--- src/qdq_mlsu_cfg.svh ---
`ifndef QDQ_MLSU_CFG_SVH
`define QDQ_MLSU_CFG_SVH

// Matrix geometry, rows and columns are equal
`define QDQ_ROWS        4

// Lane widths per data type
`define QDQ_IN_W        16
`define QDQ_Q_W         8
`define QDQ_ACC_W       32
`define QDQ_OUT_W       16

// Scratchpad geometry and region bases
`define QDQ_SPAD_W      128
`define QDQ_SPAD_DEPTH  64
`define QDQ_QA_BASE     0
`define QDQ_QB_BASE     16
`define QDQ_ACC_BASE    32

// Instruction shift fields
`define QDQ_QSH_W       4
`define QDQ_DQSH_W      5

`endif

--- src/qdq_pkg.sv ---
`include "qdq_mlsu_cfg.svh"

package qdq_pkg;

  // Row payloads
  typedef logic [`QDQ_ROWS*`QDQ_IN_W-1:0]  in_row_t;
  typedef logic [`QDQ_ROWS*`QDQ_Q_W-1:0]   q_row_t;
  typedef logic [`QDQ_ROWS*`QDQ_ACC_W-1:0] acc_row_t;
  typedef logic [`QDQ_ROWS*`QDQ_OUT_W-1:0] out_row_t;

  // Scratchpad word and address
  typedef logic [`QDQ_SPAD_W-1:0]             spad_word_t;
  typedef logic [$clog2(`QDQ_SPAD_DEPTH)-1:0] spad_addr_t;

  // Counts 0 to ROWS inclusive
  typedef logic [$clog2(`QDQ_ROWS+1)-1:0] row_idx_t;

  typedef logic [`QDQ_QSH_W-1:0]  qsh_t;
  typedef logic [`QDQ_DQSH_W-1:0] dqsh_t;

  // {q_start, dq_start, qsh, dqsh}, MSB first
  typedef logic [2+`QDQ_QSH_W+`QDQ_DQSH_W-1:0] inst_t;

endpackage

--- src/quant_engine.sv ---
`include "qdq_mlsu_cfg.svh"

module quant_engine (
  input  logic                clk,
  input  logic                rstnn,
  input  logic                inst_fifo_rready_i,
  input  qdq_pkg::inst_t      inst_fifo_rdata_i,
  output logic                inst_fifo_rrequest_o,
  input  qdq_pkg::row_idx_t   x_count_i,
  input  qdq_pkg::row_idx_t   w_count_i,
  input  qdq_pkg::in_row_t    x_head_i,
  input  qdq_pkg::in_row_t    w_head_i,
  output logic                x_rd_en_o,
  output logic                w_rd_en_o,
  output logic                spad_wen_o,
  output qdq_pkg::spad_addr_t spad_waddr_o,
  output qdq_pkg::spad_word_t spad_wdata_o,
  output logic                dq_go_o,
  output qdq_pkg::dqsh_t      dq_shift_o,
  input  logic                dq_idle_i,
  output logic                q_finish_o
);
  import qdq_pkg::*;

  typedef enum logic [1:0] {Q_IDLE, Q_LOAD, Q_EXEC, Q_STORE} q_state_t;

  localparam row_idx_t ROWS_IDX = row_idx_t'(`QDQ_ROWS);

  q_state_t state_q;
  logic     have_inst, q_start_q, dq_start_q;
  qsh_t     qsh_q;
  dqsh_t    dqsh_q;
  logic     inst_q_start, inst_dq_start;
  qsh_t     inst_qsh;
  dqsh_t    inst_dqsh;
  logic     inst_fetch, go_exec, go_store, go_idle;
  row_idx_t a_sent, b_sent, qa_cnt, qb_cnt;
  logic     a_in_ready, b_in_ready, a_out_valid, b_out_valid;
  q_row_t   a_out_data, b_out_data, qa_buf, qb_buf;
  logic     qa_buf_valid, qb_buf_valid, rr_q, pick_qa, pick_qb;

  // ==============================
  // Instruction fetch and FSM
  // ==============================
  assign {inst_q_start, inst_dq_start, inst_qsh, inst_dqsh} = inst_fifo_rdata_i;
  assign inst_fifo_rrequest_o = (state_q == Q_IDLE) && !have_inst;
  assign inst_fetch = inst_fifo_rready_i && inst_fifo_rrequest_o;
  assign go_exec    = (state_q == Q_LOAD) && (x_count_i == ROWS_IDX) && (w_count_i == ROWS_IDX);
  assign go_store   = (state_q == Q_EXEC) && (qa_cnt == ROWS_IDX) && (qb_cnt == ROWS_IDX);
  assign go_idle    = (state_q == Q_STORE) && dq_idle_i;
  assign q_finish_o = go_store;
  assign dq_go_o    = go_idle && dq_start_q;
  assign dq_shift_o = dqsh_q;

  always_ff @(posedge clk or negedge rstnn) begin
    if (!rstnn) begin
      state_q    <= Q_IDLE;
      have_inst  <= 1'b0;
      q_start_q  <= 1'b0;
      dq_start_q <= 1'b0;
    end else begin
      if (inst_fetch) begin
        have_inst  <= 1'b1;
        q_start_q  <= inst_q_start;
        dq_start_q <= inst_dq_start;
      end
      case (state_q)
        // Without quantize enable go straight to hand-off
        Q_IDLE:  if (have_inst) state_q <= q_start_q ? Q_LOAD : Q_STORE;
        Q_LOAD:  if (go_exec) state_q <= Q_EXEC;
        Q_EXEC:  if (go_store) state_q <= Q_STORE;
        Q_STORE: if (go_idle) begin
          state_q   <= Q_IDLE;
          have_inst <= 1'b0;
        end
        default: state_q <= Q_IDLE;
      endcase
    end
  end

  always_ff @(posedge clk) begin
    if (inst_fetch) begin
      qsh_q  <= inst_qsh;
      dqsh_q <= inst_dqsh;
    end
  end

  // ==============================
  // Buffer heads into requantizers
  // ==============================
  assign x_rd_en_o = (state_q == Q_EXEC) && (a_sent != ROWS_IDX) && a_in_ready;
  assign w_rd_en_o = (state_q == Q_EXEC) && (b_sent != ROWS_IDX) && b_in_ready;

  row_requantizer #(
    .LANES(`QDQ_ROWS), .IN_W(`QDQ_IN_W), .OUT_W(`QDQ_Q_W),
    .in_row_t(in_row_t), .out_row_t(q_row_t)
  ) u_rq_a (
    .clk(clk), .rstnn(rstnn), .shift_i(dqsh_t'(qsh_q)),
    .in_valid_i(x_rd_en_o), .in_ready_o(a_in_ready), .in_data_i(x_head_i),
    .out_valid_o(a_out_valid), .out_ready_i(!qa_buf_valid), .out_data_o(a_out_data)
  );

  row_requantizer #(
    .LANES(`QDQ_ROWS), .IN_W(`QDQ_IN_W), .OUT_W(`QDQ_Q_W),
    .in_row_t(in_row_t), .out_row_t(q_row_t)
  ) u_rq_b (
    .clk(clk), .rstnn(rstnn), .shift_i(dqsh_t'(qsh_q)),
    .in_valid_i(w_rd_en_o), .in_ready_o(b_in_ready), .in_data_i(w_head_i),
    .out_valid_o(b_out_valid), .out_ready_i(!qb_buf_valid), .out_data_o(b_out_data)
  );

  // ==============================
  // Skid registers, round-robin writes
  // ==============================
  assign pick_qa = qa_buf_valid && (!qb_buf_valid || rr_q);
  assign pick_qb = qb_buf_valid && (!qa_buf_valid || !rr_q);
  assign spad_wen_o   = pick_qa || pick_qb;
  assign spad_waddr_o = pick_qa ? spad_addr_t'(`QDQ_QA_BASE) + spad_addr_t'(qa_cnt)
                                : spad_addr_t'(`QDQ_QB_BASE) + spad_addr_t'(qb_cnt);
  // Quantized row in the low bits, upper bits zero
  assign spad_wdata_o = pick_qa ? spad_word_t'(qa_buf) : spad_word_t'(qb_buf);

  always_ff @(posedge clk) begin
    if (a_out_valid && !qa_buf_valid) qa_buf <= a_out_data;
    if (b_out_valid && !qb_buf_valid) qb_buf <= b_out_data;
  end

  always_ff @(posedge clk or negedge rstnn) begin
    if (!rstnn) begin
      {qa_buf_valid, qb_buf_valid, rr_q} <= 3'b000;
      {a_sent, b_sent, qa_cnt, qb_cnt}   <= '0;
    end else if (go_exec) begin
      rr_q                             <= 1'b0;
      {a_sent, b_sent, qa_cnt, qb_cnt} <= '0;
    end else begin
      if (a_out_valid && !qa_buf_valid) qa_buf_valid <= 1'b1;
      else if (pick_qa) qa_buf_valid <= 1'b0;
      if (b_out_valid && !qb_buf_valid) qb_buf_valid <= 1'b1;
      else if (pick_qb) qb_buf_valid <= 1'b0;
      if (x_rd_en_o) a_sent <= a_sent + 1'b1;
      if (w_rd_en_o) b_sent <= b_sent + 1'b1;
      if (pick_qa) qa_cnt <= qa_cnt + 1'b1;
      if (pick_qb) qb_cnt <= qb_cnt + 1'b1;
      if (spad_wen_o) rr_q <= !rr_q;
    end
  end

endmodule

--- src/row_requantizer.sv ---
module row_requantizer #(
  parameter int  LANES     = 4,
  parameter int  IN_W      = 16,
  parameter int  OUT_W     = 8,
  parameter type in_row_t  = logic [LANES*IN_W-1:0],
  parameter type out_row_t = logic [LANES*OUT_W-1:0]
) (
  input  logic           clk,
  input  logic           rstnn,
  input  qdq_pkg::dqsh_t shift_i,
  input  logic           in_valid_i,
  output logic           in_ready_o,
  input  in_row_t        in_data_i,
  output logic           out_valid_o,
  input  logic           out_ready_i,
  output out_row_t       out_data_o
);

  // Signed OUT_W limits, sign-extended to IN_W
  localparam logic signed [IN_W-1:0] SAT_MAX = {{(IN_W-OUT_W+1){1'b0}}, {(OUT_W-1){1'b1}}};
  localparam logic signed [IN_W-1:0] SAT_MIN = {{(IN_W-OUT_W+1){1'b1}}, {(OUT_W-1){1'b0}}};

  out_row_t sat_row;
  out_row_t data_q;
  logic     valid_q;

  // Per lane arithmetic shift, then clamp
  always_comb begin
    logic signed [IN_W-1:0] lane;
    logic signed [IN_W-1:0] shifted;
    sat_row = '0;
    for (int l = 0; l < LANES; l++) begin
      lane    = in_data_i[l*IN_W +: IN_W];
      shifted = lane >>> shift_i;
      if (shifted > SAT_MAX) begin
        sat_row[l*OUT_W +: OUT_W] = SAT_MAX[OUT_W-1:0];
      end else if (shifted < SAT_MIN) begin
        sat_row[l*OUT_W +: OUT_W] = SAT_MIN[OUT_W-1:0];
      end else begin
        sat_row[l*OUT_W +: OUT_W] = shifted[OUT_W-1:0];
      end
    end
  end

  // Stage advances when empty or drained this cycle
  assign in_ready_o  = !valid_q || out_ready_i;
  assign out_valid_o = valid_q;
  assign out_data_o  = data_q;

  always_ff @(posedge clk or negedge rstnn) begin
    if (!rstnn) begin
      valid_q <= 1'b0;
    end else if (in_ready_o) begin
      valid_q <= in_valid_i;
    end
  end

  always_ff @(posedge clk) begin
    if (in_valid_i && in_ready_o) begin
      data_q <= sat_row;
    end
  end

endmodule

--- config.mk ---
export PLATFORM = sky130hd
export DESIGN_NAME = quant_engine
export DESIGN_NICKNAME = d
export VERILOG_FILES = /design/src/qdq_pkg.sv /design/src/quant_engine.sv /design/src/row_requantizer.sv
export VERILOG_INCLUDE_DIRS = /design/src
export SDC_FILE = /design/constraint.sdc
export NUM_CORES = 1
export LEC_CHECK = 0
export ABC_AREA = 1
export BUFFER_PORTS_ARGS = -buffer_cell sky130_fd_sc_hd__buf_2
export CAP_MARGIN = 25
export CORE_MARGIN = 2
export CORE_UTILIZATION = 50
export CTS_CLUSTER_SIZE = 10
export DETAILED_ROUTE_END_ITERATION = 12
export PLACE_DENSITY = 0.85
export RECOVER_POWER = 50
export SETUP_SLACK_MARGIN = 0.5
export SLEW_MARGIN = 20
export SYNTH_ARGS = -nofsm -noshare
export SYNTH_HDL_FRONTEND = slang
export SYNTH_SLANG_ARGS = --single-unit
--- constraint.sdc ---
create_clock -name clk -period 1.9 [get_ports clk]
set_input_delay 0.095 -clock clk [delete_from_list [all_inputs] [get_ports clk]]
set_output_delay 0.095 -clock clk [all_outputs]
set_load 0.02 [all_outputs]
# Word-level counts from Yosys, hierarchy flattened
# Index checks and enable logic that the tools add are counted.
[op_classes] eq_ne=13 shift=8 order_cmp=16 n_bitwise=1 n_reduce_logical=40 n_mux=33 n_addsub=5
[ops] operator="greater-than comparator 16 x 8 -> 1 bit (second input constant)" n=8
[ops] operator="< comparator 16 x 8 -> 1 bit (second input constant)" n=8
[ops] operator=">>> shifter 16 x 4 -> 16 bit" n=8
[ops] operator="two-way mux 8 bit" n=8
[ops] operator="two-way mux 32 bit" n=1
[ops] operator="two-way mux 3 bit" n=8
[ops] operator="logical AND 1 bit" n=18
[ops] operator="nonzero test 2 bit" n=7
[ops] operator="adder 3 x 1 -> 3 bit (second input constant)" n=4
[ops] operator="== test 3 bit (second input constant)" n=4
[ops] operator="two-way mux 2 bit" n=5
[ops] operator="two-way mux 1 bit" n=9
[ops] operator="!= test 2 bit (second input constant)" n=4
[ops] operator="one-hot mux 2 bit (4 select lines)" n=1
[ops] operator="adder 5 x 3 -> 6 bit (first input constant)" n=1
[ops] operator="logical NOT 1 bit" n=6
[ops] operator="two-way mux 6 bit" n=1
[ops] operator="!= test 3 bit (second input constant)" n=2
[ops] operator="logical OR 1 bit" n=5
[ops] operator="== test 2 bit (second input constant)" n=2
[ops] operator="AND reduction 2 bit" n=2
[ops] operator="AND reduction 4 bit" n=1
[ops] operator="== test 2 x 1 -> 1 bit (second input constant)" n=1
[ops] operator="logical NOT 2 bit" n=1
[ops] operator="NOT 1 bit" n=1
[totals] input_bits=149 output_inout_bits=145 register_bits=159 elab_cells=141

# Logic depth before layout (Yosys ltp)
# Gate-level depths: netlist of the first run.
[depth] word_depth=6 ltp_mapped=16 depth_no_buf=15

# By module
# Synthesis of the first run repeated with hierarchy kept, for this count alone.
[unflattened] cells_unflattened=1909 area_unflattened_um2=12956.2
[by_module_without_submodules] mod="row_requantizer" area_each_um2=4196.5 n_inst=2 seq_area_each_um2=985.9 cells_each=737
[by_module_without_submodules] mod="quant_engine" area_each_um2=4563.1 n_inst=1 seq_area_each_um2=2692.6 cells_each=435

# Worst setup path after synthesis of the first run
# No wires, ideal clock.
[synth_path] path_type="register to register" from="register state_q[0]" to="register a_sent[2]" path_buffers=0 required_ns=1.774 period_less_slack_ns=2.189 setup_ns=0.126 path_stages_with_launch=9 setup_slack_ns=-0.289 arrival_ns=2.063 cell_sequence="dfrtp_1 -> inv_1 -> ha_1 -> inv_1 -> a21oi_1 -> nand2_1 -> inv_1 -> and3_1 -> nor3_1"
[synth_between] elab_chain_cells=4 elab_cells_between_ends=8 classes_between="eq/ne (2); mux (1); reduce/logical (5)"
[synth_rtl] element="from (decl)" line="quant_engine.sv:29" rtl="q_state_t state_q;"
[synth_rtl] element="from (signal assigned)" line="quant_engine.sv:69" rtl="Q_IDLE: if (have_inst) state_q <= q_start_q ? Q_LOAD : Q_STORE;"
[synth_rtl] element="== test 2 bit" line="quant_engine.sv:91" rtl="assign x_rd_en_o = (state_q == Q_EXEC) && (a_sent != ROWS_IDX) && a_in_ready;"
[synth_rtl] element="logical AND 1 bit (2 in a row)" line="quant_engine.sv:91"
[synth_rtl] element="net x_rd_en_o" line="quant_engine.sv:13" rtl="output logic x_rd_en_o,"
[synth_rtl] element="nonzero test 2 bit (no line)"
[synth_rtl] element="to (signal assigned)" line="quant_engine.sv:140" rtl="if (x_rd_en_o) a_sent <= a_sent + 1'b1;"
[synth_rtl] element="to (decl)" line="quant_engine.sv:37" rtl="row_idx_t a_sent, b_sent, qa_cnt, qb_cnt;"
# The timed path passes the listed nets, and every way through them passes these cells.
# A chain may end at the register's enable or synchronous reset.

# Worst setup path after layout of the first run
[layout_path] from="register qsh_q[0]" to="register u_rq_b.data_q[9] (netlist: u_rq_b.out_data_o[9]) (data pin)"
[layout_between] elab_chain_cells=3 elab_cells_between_ends=4 classes_between="order compare (2); shift (1); mux (1)"
[layout_rtl] element="from (decl)" line="quant_engine.sv:31" rtl="qsh_t qsh_q;"
[layout_rtl] element="from (signal assigned)" line="quant_engine.sv:83" rtl="qsh_q <= inst_qsh;"
[layout_rtl] element=">>> shifter 16 x 4 -> 16 bit *" line="row_requantizer.sv:34" rtl="shifted = lane >>> shift_i;"
[layout_rtl] element="< comparator 16 x 8 -> 1 bit" line="row_requantizer.sv:37" rtl="end else if (shifted < SAT_MIN) begin"
[layout_rtl] element="two-way mux 8 bit" line="row_requantizer.sv:37"
[layout_rtl] element="to (signal assigned)" line="row_requantizer.sv:60" rtl="data_q <= sat_row;"
[layout_rtl] element="to (decl)" line="row_requantizer.sv:24" rtl="out_row_t data_q;"
# Every way passes the cells marked *; elsewhere a longest branch is shown, timed or not.

==> qor.yml, run 1 <==
wl_per_cell_um: 15.0
drt-total-wl_um: 36100
crit_arrival_ps: 2290
io_buffers: 195
drv_cap: 0
via_per_inst: 5.29
rsz0062_at_grt: "true"
cts_buffers: 17
crit_path_cell_trace: "buf_4 -> buf_6 -> or2_2 -> o21ai_0 -> o21ai_0 -> o21ai_0 -> o21ai_0 -> nand2_2 -> nand2_2"
dieArea_um2: 25900
violations: "setup timing"
synth_top_family_by_area: "simple AND/OR/NAND/NOR gates"
syn_area_per_cell_um2: 6.81
grt_start_max_net_pins: 59
yosysWarnings: 0
finalSetupViolCount: 56
drt_iter0_drc: 1185
muxShareOfSynthArea_pct: 1.06
seq_area_frac_synth_pct: 37.9
die_h_um: 161
final_util_pct: 66.8
fin_crit_ps: 2120
dp_hpwl_um: 26500
cts_root_buffer: "clkbuf_16"
die_w_um: 161
crit_required_ps: 2070
crit_top_cell: "o21ai_0"
area_delta_synth_final_pct: 31.7
synthXorXnorAreaFrac_pct: 0
slowest_delay_ps: 430
first_pass_iters: 6
slew_viol_final: 0
ioPinCount: 294
vias: 12800
grt_pass1_vias: 11400
synth-compound-area-share_pct: 11.2
synthAdderAreaFrac_pct: 1.32
ys_ff_latch: 159
crit_path_top_delay_cell: "edfxtp_1"
start_util_pct: 50.7
drive_gt1_share_pct: 29.4
clk_pin_slew_ps: 70
critPathLaunchType: "register"
finalClockSkew_ps: 13.2
syn_inst: 1805
powerDensity_nw_per_um2: 1190
syn_area_um2: 12300
crit_fanout: 7
max-slew-margin-rel_pct: 18.7
clkSinkCount: 159
fin_ws_ps: -221
gr-total-overflow: 0
fin_tns_setup_ps: -9430
drc: 0
cts_tree: "yes"
cts_buffer_depth: 2
insertion_delay_ps: 420
ir_worst_vdd_v: 0.000901
max_freq_mhz: 471
crit_path_end_kind: "register"
hold_violations: 0
status: "finished with violations"
core_um2: 24200
hold_class: "input pin to register"
worstMarginPinSlew_ps: 1220
antenna_left: 0
yosys.area_share.simple_pct: 35.8
htreeDepth: 4
row_count: 57
layout.nets: 2238
leakage_nw: 7.83
antenna_found_initial: 0
crit_type: "register to register"
gp_congestion: 0.982
grt_pass1_wl_um: 57000
synth.distinct_cells: 41
groute.usage.overall_pct: 27.3
min_period_over_period_pct: 112
## timing repair
| item | in CTS | in global routing |
|---|---|---|
| endpoints found under the hold margin | 41 | 0 |
| gates resized for setup | 160 | 177 |
| setup buffers | 6 | 4 |
| hold buffers | 21 | 0 |
| cloned | 4 | 4 |
| pin swaps | 44 | 53 |
| setup endpoints to repair | 182 | 191 |
## cells in the mapped netlist (all sizes together)
library cell | count | area, µm²
a22oi | 2 | 15.0
clkbuf | 36 | 135
dfrtp | 22 | 551
clkinv | 1 | 3.75
nand2 | 791 | 3000
and3 | 2 | 12.5
o221ai | 1 | 8.76
a22o | 4 | 35.0
nand4 | 3 | 18.8
o311ai | 1 | 8.76
inv | 78 | 293
ha | 13 | 163
edfxtp | 137 | 4110
nand3 | 185 | 926
nor2 | 83 | 312
nor3 | 3 | 15.0
o211ai | 19 | 143
o21bai | 1 | 7.51
buf | 169 | 1120
and2 | 4 | 25.0
o21a | 2 | 15.0
mux2i | 13 | 130
o21ai | 147 | 739
a21oi | 40 | 200
a211oi | 3 | 22.5
o31ai | 1 | 7.51
a31oi | 23 | 144
conb | 1 | 3.75
or2 | 14 | 87.6
o22a | 1 | 8.76
nor3b | 1 | 7.51
a21boi | 2 | 15.0
o22ai | 2 | 12.5
## power breakdown
part / switching, mW / internal (mW)
clock network: 1.34 / 1.80
registers: 0.550 / 5.45
logic: 6.20 / 3.90
total: 8.09 / 11.2
## flip-flops by register name, summed over array words and instances (netlist names)
name                cells
a_sent                  3
b_sent                  3
dq_shift_o              5
dq_start_q              1
have_inst               1
q_start_q               1
qa_buf                 32
qa_buf_valid            1
qa_cnt                  3
qb_buf                 32
qb_buf_valid            1
qb_cnt                  3
qsh_q                   4
rr_q                    1
state_q                 2
u_rq_a.out_data_o      32
u_rq_a.out_valid_o      1
u_rq_b.out_data_o      32
u_rq_b.out_valid_o      1
## layer usage
| layer | vias up | wire, µm | global-route usage, % |
|---|---|---|---|
| met4 | 0 | 558 | 6.70 |
| met5 | - | 0 | 0 |
| met3 | 47 | 3520 | 5.71 |
| met2 | 715 | 15800 | 40.9 |
| met1 | 5689 | 16300 | 40.4 |
| li1 | 6313 | - | - |
## through the flow
step / setup WS [ps] / total power [mW] / std cells / hold WS (ps) / cell area (µm²)
after global routing: -335 / 20.5 / 2413 / 30.6 / 16200
after CTS: -177 / 18.4 / 2405 / 34.5 / 15500
after global placement: -200 / 14.0 / 2342 / 82.4 / 14200
after detailed placement: -215 / 14.2 / 2342 / 91.0 / 14200
final: -221 / 19.2 / 2414 / 49.4 / 16200
after floorplan: -31.7 / 11.3 / 1902 / -201 / 12900
## final timing paths
check                                 startpoint               endpoint  slack, ps  cells past startpoint
min in group asynchronous                  rstnn              have_inst        460                      2
hold / removal                      w_head_i[47]  u_rq_b.out_data_o[23]         50                      1
setup / recovery                        qsh_q[0]   u_rq_b.out_data_o[9]       -220                      9
max in group asynchronous                  rstnn           qb_buf_valid        630                      2
setup reg to reg                        qsh_q[0]   u_rq_b.out_data_o[9]       -220                      9
hold reg to reg            u_rq_a.out_data_o[10]             qa_buf[10]        420                      0
## final cells by class
| class | count | area (µm²) |
|---|---|---|
| antenna | 1 | 2.50 |
| clock buffer | 19 | 433 |
| clock inverter | 13 | 115 |
| fill | 1991 | 8050 |
| inverter | 79 | 334 |
| multi-input combinational | 1459 | 7360 |
| sequential | 159 | 4670 |
| tap | 324 | 405 |
| timing repair buffer | 360 | 2890 |
## worst max-delay path: cells and delay by family (launching register included)
family,cells,cell delay [ps]
compound gates,4,680
simple gates,3,440
flops,1,430
buf+inv,2,300
## cell families after synthesis
kind of cell | after synthesis
AO/OA/AOI/OAI | 249
adder cells (fa/ha/maj) | 13
buffers and inverters | 284
flip-flops | 159
multiplexers | 13
other | 1
AND/OR/NAND/NOR | 1086
## cells in the final DEF, fill, tap and decap left out, drive strengths merged, types with 30 or more instances in the layout
cell type	count
a21oi	40
buf	328
clkbuf	30
conb	98
edfxtp	137
inv	77
nand2	791
nand3	185
nor2	83
o21ai	147
Power figures use the tool's default switching activity.
==> run 2, diff against run 1 <==
- ABC_AREA: 1 -> default
==> run 2 against run 1 <==
Compared with the run above: the run still ends with setup timing left; clock skew increased by 8.7 ps; area after synthesis increased by 2.3%; maximum frequency is 21% lower; via count about the same; critical path type unchanged; critical endpoint is now u_rq_a.out_data_o[18]; largest power group unchanged.
==> qor.yml, run 2 <==
status: "finished with violations"
violations: "setup timing"
synthMostInstantiatedCell: "edfxtp_1"
final_common_cell: "buf_4"
crit_path_end_kind: "register"
clk_pin_slew_ps: 70  # about the same
fin_area_um2: 18200  # +12%
holdPathEnd: "dq_start_q"
syn_inst: 1238  # -31%
synthXorXnorAreaFrac_pct: 0.626  # +0.63 points
dieArea_um2: 26500  # +2.3%
p_int_mw: 13.3  # +19%
drive_gt1_share_pct: 48.4  # +19 points
rsz0062_at_grt: "true"
synth.top_cell.area_share_pct: 32.7  # -0.75 points
synthAdderAreaFrac_pct: 1.29  # -0.030 points
fin_crit_ps: 2690  # +564 ps
row_count: 58  # +1.8%
p_clk_share_pct: 15.3  # -1.0 points
synth_common_cells: "edfxtp_1, nand2_1, buf_4"
syn_area_um2: 12600  # +2.3%
first_pass_iters: 8  # +2
antenna_left: 0  # unchanged
worstRegToRegCells: 8  # -1
clkSinkCount: 159  # unchanged
crit_type: "register to register"
yosysTopAreaCell: "edfxtp_1"
gp_congestion: 1.00  # +2.0%
finalClockSkew_ps: 21.9  # +8.70 ps
synthArstFlopShare_pct: 13.8  # unchanged
synth_top_family_by_area: "multiplexers"
dp_hpwl_um: 27200  # +2.9%
core_um2: 25000  # +3.0%
r2r-start: "qsh_q[0]"
r2r_slack_ps: -790  # -560 ps
vias: 12800  # +0.063%
netSwitchingFraction_pct: 39.3  # -2.8 points
seqPwrFrac_pct: 28.4  # -2.8 points
fin_ws_ps: -785  # -564 ps
synth.distinct_cells: 81  # +98%
wl_per_cell_um: 24.0  # +60%
grt_pass1_wl_um: 60700  # +6.6%
worstMarginPinSlew_ps: 1400  # +183 ps
synth-compound-area-share_pct: 15.7  # +4.4 points
ir_worst_vdd_v: 0.000804  # -11%
synth_edf_count: 137  # unchanged
ys_ff_latch: 159  # unchanged
cts_tree: "yes"
syn_area_per_cell_um2: 10.2  # +49%
layout.nets: 1815  # -19%
grt_start_max_net_pins: 70  # +19%
crit_arrival_ps: 2860  # +570 ps
combPwrFrac_pct: 56.3  # +3.8 points
yosysWarnings: 0  # unchanged
die_w_um: 163  # +1.1%
area_delta_synth_final_pct: 44.8
finalSetupViolCount: 124  # +120%
critPathLaunchType: "register"
synthFlopType: "edfxtp_1"
slew_viol_final: 0  # unchanged
place_area_um2: 15000  # +5.9%
cts_root_buffer: "clkbuf_16"
grt_pass1_vias: 11200  # -1.5%
max-slew-margin-rel_pct: 6.50  # -12 points
hold_violations: 0  # unchanged
min_period_over_period_pct: 141  # +30 points
drv_cap: 0  # unchanged
drt-total-wl_um: 48200  # +33%
start_util_pct: 50.4  # -0.32 points
hold_class: "input pin to register"
finalPower_mw: 21.8  # +13%
cts_buffers: 17  # unchanged
drc: 0  # unchanged
antenna_found_initial: 12  # +12
timing.rr.end: "u_rq_a.out_data_o[18]"
pre_cts_slack_ps: -705  # -490 ps
htreeDepth: 4  # unchanged
powerDensity_nw_per_um2: 1200  # +0.76%
max_freq_mhz: 372  # -21%
groute.usage.overall_pct: 29.4  # +2.1 points
drt_iter0_drc: 2182  # +84%
insertion_delay_ps: 440  # +20 ps
crit_fanout: 7  # unchanged
via_per_inst: 6.36  # +20%
cts_buffer_depth: 2  # unchanged
crit_required_ps: 2080  # about the same
muxShareOfSynthArea_pct: 23.7  # +23 points
layout_common_cells: "buf_4, buf_2, edfxtp_1"
min_path_cells: 3  # +2
leakage_nw: 7.60  # -3.0%
yosys-top-cells-area: "edfxtp_1, mux4_2, mux2_2, buf_4, mux2i_1"
io_buffers: 195  # unchanged
die_h_um: 163  # +1.1%
ioPinCount: 294  # unchanged
min_from: "inst_fifo_rready_i"
gr-total-overflow: 0  # unchanged
p_sw_mw: 8.57  # +5.9%
yosys.area_share.simple_pct: 10.6  # -25 points
seq_area_frac_synth_pct: 37.1  # -0.86 points
-- run 2: layout make-up --
class | count | area [µm²]
Fill cell | 1469 | 6740
Multi-Input combinational cell | 949 | 8100
Clock inverter | 14 | 125
Sequential cell | 159 | 4660
Antenna cell | 12 | 30.0
Timing Repair Buffer | 496 | 4340
Tap cell | 330 | 413
Clock buffer | 18 | 429
Inverter | 30 | 128
-- run 2: how the worst max path moves through the flow --
stage	from	endpoint	slack, ps	cells after the start
3_3_place_gp	qsh_q[0]	u_rq_a.out_data_o[22]	-560	7
4_1_cts	qsh_q[0]	u_rq_a.out_data_o[16]	-660	7
5_1_grt	qsh_q[1]	u_rq_a.out_data_o[22]	-830	10
6_report	qsh_q[0]	u_rq_a.out_data_o[18]	-790	8
2_1_floorplan	qsh_q[0]	u_rq_a.out_data_o[21]	-430	7
3_5_place_dp	qsh_q[0]	u_rq_a.out_data_o[16]	-710	7
-- run 2: worst max-delay path, cell delays in order, from the launching register on --
cell and delay [ps]:
edfxtp_1 420, buf_6 140, mux4_2 510, or4_4 570
nor2_4 150, a21oi_2 60, o311ai_4 280, buf_6 180
o21ai_1 100
-- run 2: timing repair --
action                                  in CTS  in global routing
endpoints found under the setup margin     212                247
buffers inserted                            31                 43
resized for setup                          148                247
gates cloned                                 6                  9
pin swaps                                   21                 45
endpoints found under the hold margin       35                  0
hold buffers                                14                  0
-- run 2: per-stage QoR --
stage                     std cells  setup TNS [ps]  hold slack (ps)  utilization, %
final                          2008          -43530             85.6            73.0
after global routing           2004          -49770             84.7            73.0
after CTS                      1944          -32510             31.1            66.8
after detailed placement       1861          -32230             99.8            60.2
after global placement         1861          -28030             84.6            60.2
after floorplan                1335          -18230             -201               -
-- run 2: cell families after synthesis --
family                   Yosys count
multiplexers                     216
buffers and inverters            227
AO/OA/AOI/OAI                    312
other                              1
XOR/XNOR                           9
adder cells (fa/ha/maj)           13
flip-flops                       159
AND/OR/NAND/NOR                  301
-- run 2: routing by layer --
metal  part of all wire [%]  vias up  track usage (%)  wire (µm)
li1                       -     5293                -          -
met1                     35     6002             37.9      16700
met2                     47     1155             48.4      22600
met3                     11      316             5.58       5420
met4                    7.2        6             13.0       3460
met5                  0.087        -                0         42
-- run 2: power by group through the flow --
stage,Clock (mW),Sequential (mW),Combinational [mW]
global placement,0,6.06,7.37
global route,3.45,6.26,12.8
finish,3.34,6.20,12.3
detailed placement,0,6.14,7.55
floorplan,0,5.93,5.21
CTS,3.24,6.04,9.79
==> run 3, diff against run 2 <==
--- a/config.mk
+++ b/config.mk
@@ -14,2 +14,3 @@
 export DETAILED_ROUTE_END_ITERATION = 12
+export GPL_TIMING_DRIVEN = 0
 export PLACE_DENSITY = 0.85
==> constraint.sdc (replaced) <==
create_clock -name clk -period 1.9 [get_ports clk]
set_input_delay 0.285 -clock clk [delete_from_list [all_inputs] [get_ports clk]]
set_output_delay 0.285 -clock clk [all_outputs]
set_load 0.02 [all_outputs]
==> run 3 against run 2 <==
Compared with the run above: sequential cell count is the same; the run still ends with setup timing left; core utilization grew 4.0 points; die area did not move; critical path depth unchanged; total power grew 8.7%; global-route usage up 9.3 points; routed wire length grew 17%; combinational power grew 13%; non-clock buffer count grew 50; maximum frequency up 2.2%.
==> qor.yml, run 3 (same netlist as run 2, synthesis figures left out) <==
insertion_delay_ps: 440  # about the same
slowest_delay_ps: 530  # -40 ps
min_period_over_period_pct: 138  # -3.0 points
vias: 13200  # +3.3%
gr-total-overflow: 0  # unchanged
violations: "setup timing"
min_path_cells: 1  # -2
crit_top_cell: "buf_6"
layout.nets: 1867  # +2.9%
groute.usage.overall_pct: 38.7  # +9.3 points
first_pass_iters: 6  # -2
worstRegToRegCells: 8  # unchanged
crit_fanout: 7  # unchanged
instances_no_fill: 2049  # +2.0%
fin_tns_setup_ps: -44760  # -1230 ps
final_util_pct: 77.0  # +4.0 points
drv_cap: 0  # unchanged
ir_worst_vdd_v: 0.000894  # +11%
fin_crit_ps: 2630  # -56.5 ps
die_w_um: 163  # unchanged
htreeDepth: 4  # unchanged
timing.rr.end: "u_rq_a.out_data_o[19]"
finalClockSkew_ps: 22.1  # +0.163 ps
crit_required_ps: 2060  # -20 ps
final_common_cell: "buf_4"
hold_violations: 0  # unchanged
antenna_found_initial: 0  # -12
r2r_slack_ps: -730  # +60 ps
cts_tree: "yes"
io_buffers: 191  # -2.1%
fin_ws_ps: -729  # +56.5 ps
layout_common_cells: "buf_4, buf_2, edfxtp_1"
crit_family: "simple AND/OR/NAND/NOR gates"
powerDensity_nw_per_um2: 1230  # +3.1%
crit_arrival_ps: 2790  # -70 ps
core_um2: 25000  # unchanged
crit_path_end_kind: "register"
hold_class: "input pin to register"
status: "finished with violations"
holdWs_ps: 17.8  # -67.8 ps
area_delta_synth_final_pct: 52.8
via_per_inst: 6.44  # +1.2%
drc: 0  # unchanged
slew_viol_final: 0  # unchanged
clk_pin_slew_ps: 70  # about the same
min_from: "inst_fifo_rdata_i[6]"
max_freq_mhz: 380  # +2.2%
grt_pass1_vias: 12000  # +6.9%
cp_num_buf_inv: 2  # unchanged
cts_buffer_depth: 2  # unchanged
critPathLaunchType: "register"
cts_root_buffer: "clkbuf_16"
dp_hpwl_um: 34800  # +28%
holdPathEnd: "qsh_q[1]"
start_util_pct: 50.4  # unchanged
gp_congestion: 1.09  # +9.0%
row_count: 58  # unchanged
max-slew-margin-rel_pct: 7.92  # +1.4 points
wl_per_cell_um: 27.5  # +15%
grt_pass1_wl_um: 75300  # +24%
crit_type: "register to register"
drt_iter0_drc: 1925  # -12%
rsz0062_at_grt: "true"
cts_buffers: 17  # unchanged
ioPinCount: 294  # unchanged
crit_path_top_delay_cell: "mux4_2"
grt_start_max_net_pins: 23  # -67%
drive_gt1_share_pct: 52.6  # +4.2 points
crit_path_cell_trace: "buf_6 -> mux4_2 -> or4_1 -> nor2_1 -> a21oi_2 -> o311ai_4 -> buf_6 -> o21ai_1"
dieArea_um2: 26500  # unchanged
placedCellCount: 1859  # -0.11%
antenna_left: 0  # unchanged
leakage_nw: 8.08  # +6.3%
die_h_um: 163  # unchanged
r2r-start: "qsh_q[0]"
drt-total-wl_um: 56400  # +17%
clkSinkCount: 159  # unchanged
worstMarginPinSlew_ps: 1380  # -21.4 ps
critPathLaunch: "qsh_q[0]"
finalSetupViolCount: 149  # +20%
## run 3: cell types whose count changed in the layout (fill, tap and decap cells not counted), sizes merged
cell          before  now
buf              455  480
bufinv             0    1
clkbuf            45   84
clkinvlp           4    5
diode             12    1
dlygate4sd3       14    1
dlymetal6s2s       0    1
inv               35   33
## run 3: layout make-up
| cell class | count | area (µm²) |
|---|---|---|
| Fill cell | 1570 | 5740 |
| Tap cell | 330 | 413 |
| Antenna cell | 1 | 2.50 |
| Timing Repair inverter | 2 | 12.5 |
| Clock buffer | 20 | 479 |
| Clock inverter | 12 | 134 |
| Buffer | 197 | 1830 |
| Sequential cell | 159 | 4670 |
| Inverter | 30 | 149 |
| Multi-Input combinational cell | 949 | 8380 |
| Timing Repair Buffer | 349 | 3150 |
## run 3: per-stage QoR
step	setup slack, ps	power [mW]	cell area, µm²
after global placement	-1320	13.7	14900
after global routing	-779	24.3	19200
after floorplan	-431	11.6	13500
after CTS	-663	21.4	18100
final	-729	23.7	19200
after detailed placement	-1250	14.1	14900
## run 3: how the worst max path moves through the flow
stage / endpoint / slack (ps) / cells past startpoint
2_1_floorplan: u_rq_a.out_data_o[21] / -430 / 7
3_3_place_gp: u_rq_b.out_data_o[19] / -1320 / 8
3_5_place_dp: u_rq_b.out_data_o[19] / -1250 / 8
4_1_cts: u_rq_a.out_data_o[22] / -660 / 8
5_1_grt: u_rq_a.out_data_o[19] / -780 / 9
6_report: u_rq_a.out_data_o[19] / -730 / 8
## run 3: power breakdown
group	internal (mW)	total [mW]	switching (mW)
logic	6.84	13.9	7.05
clock network	2.02	3.66	1.64
registers	5.53	6.18	0.649
total	14.4	23.7	9.34
## run 3: routing by layer
layer	part of all wire, %	global-route usage, %	wire length (µm)	vias to the layer above
met5	0	0	0	-
met3	12	9.09	6940	351
met2	45	60.8	25200	1266
met4	8.1	22.3	4560	0
li1	-	-	-	5392
met1	35	49.2	19700	6180
## run 3: worst register-to-register path: stages, from the launching register on
cell and delay (ps):
edfxtp_1 420, buf_6 140, mux4_2 530, or4_1 530
nor2_1 150, a21oi_2 60, o311ai_4 220, buf_6 190
o21ai_1 110
## run 3: repair_timing
item / in CTS / in global routing
hold buffers: 1 / 0
endpoints found under the hold margin: 22 / 0
pin swaps: 40 / 53
endpoints found under the setup margin: 255 / 223
gates resized for setup: 379 / 175
setup buffers: 90 / 46
gates cloned: 16 / 4
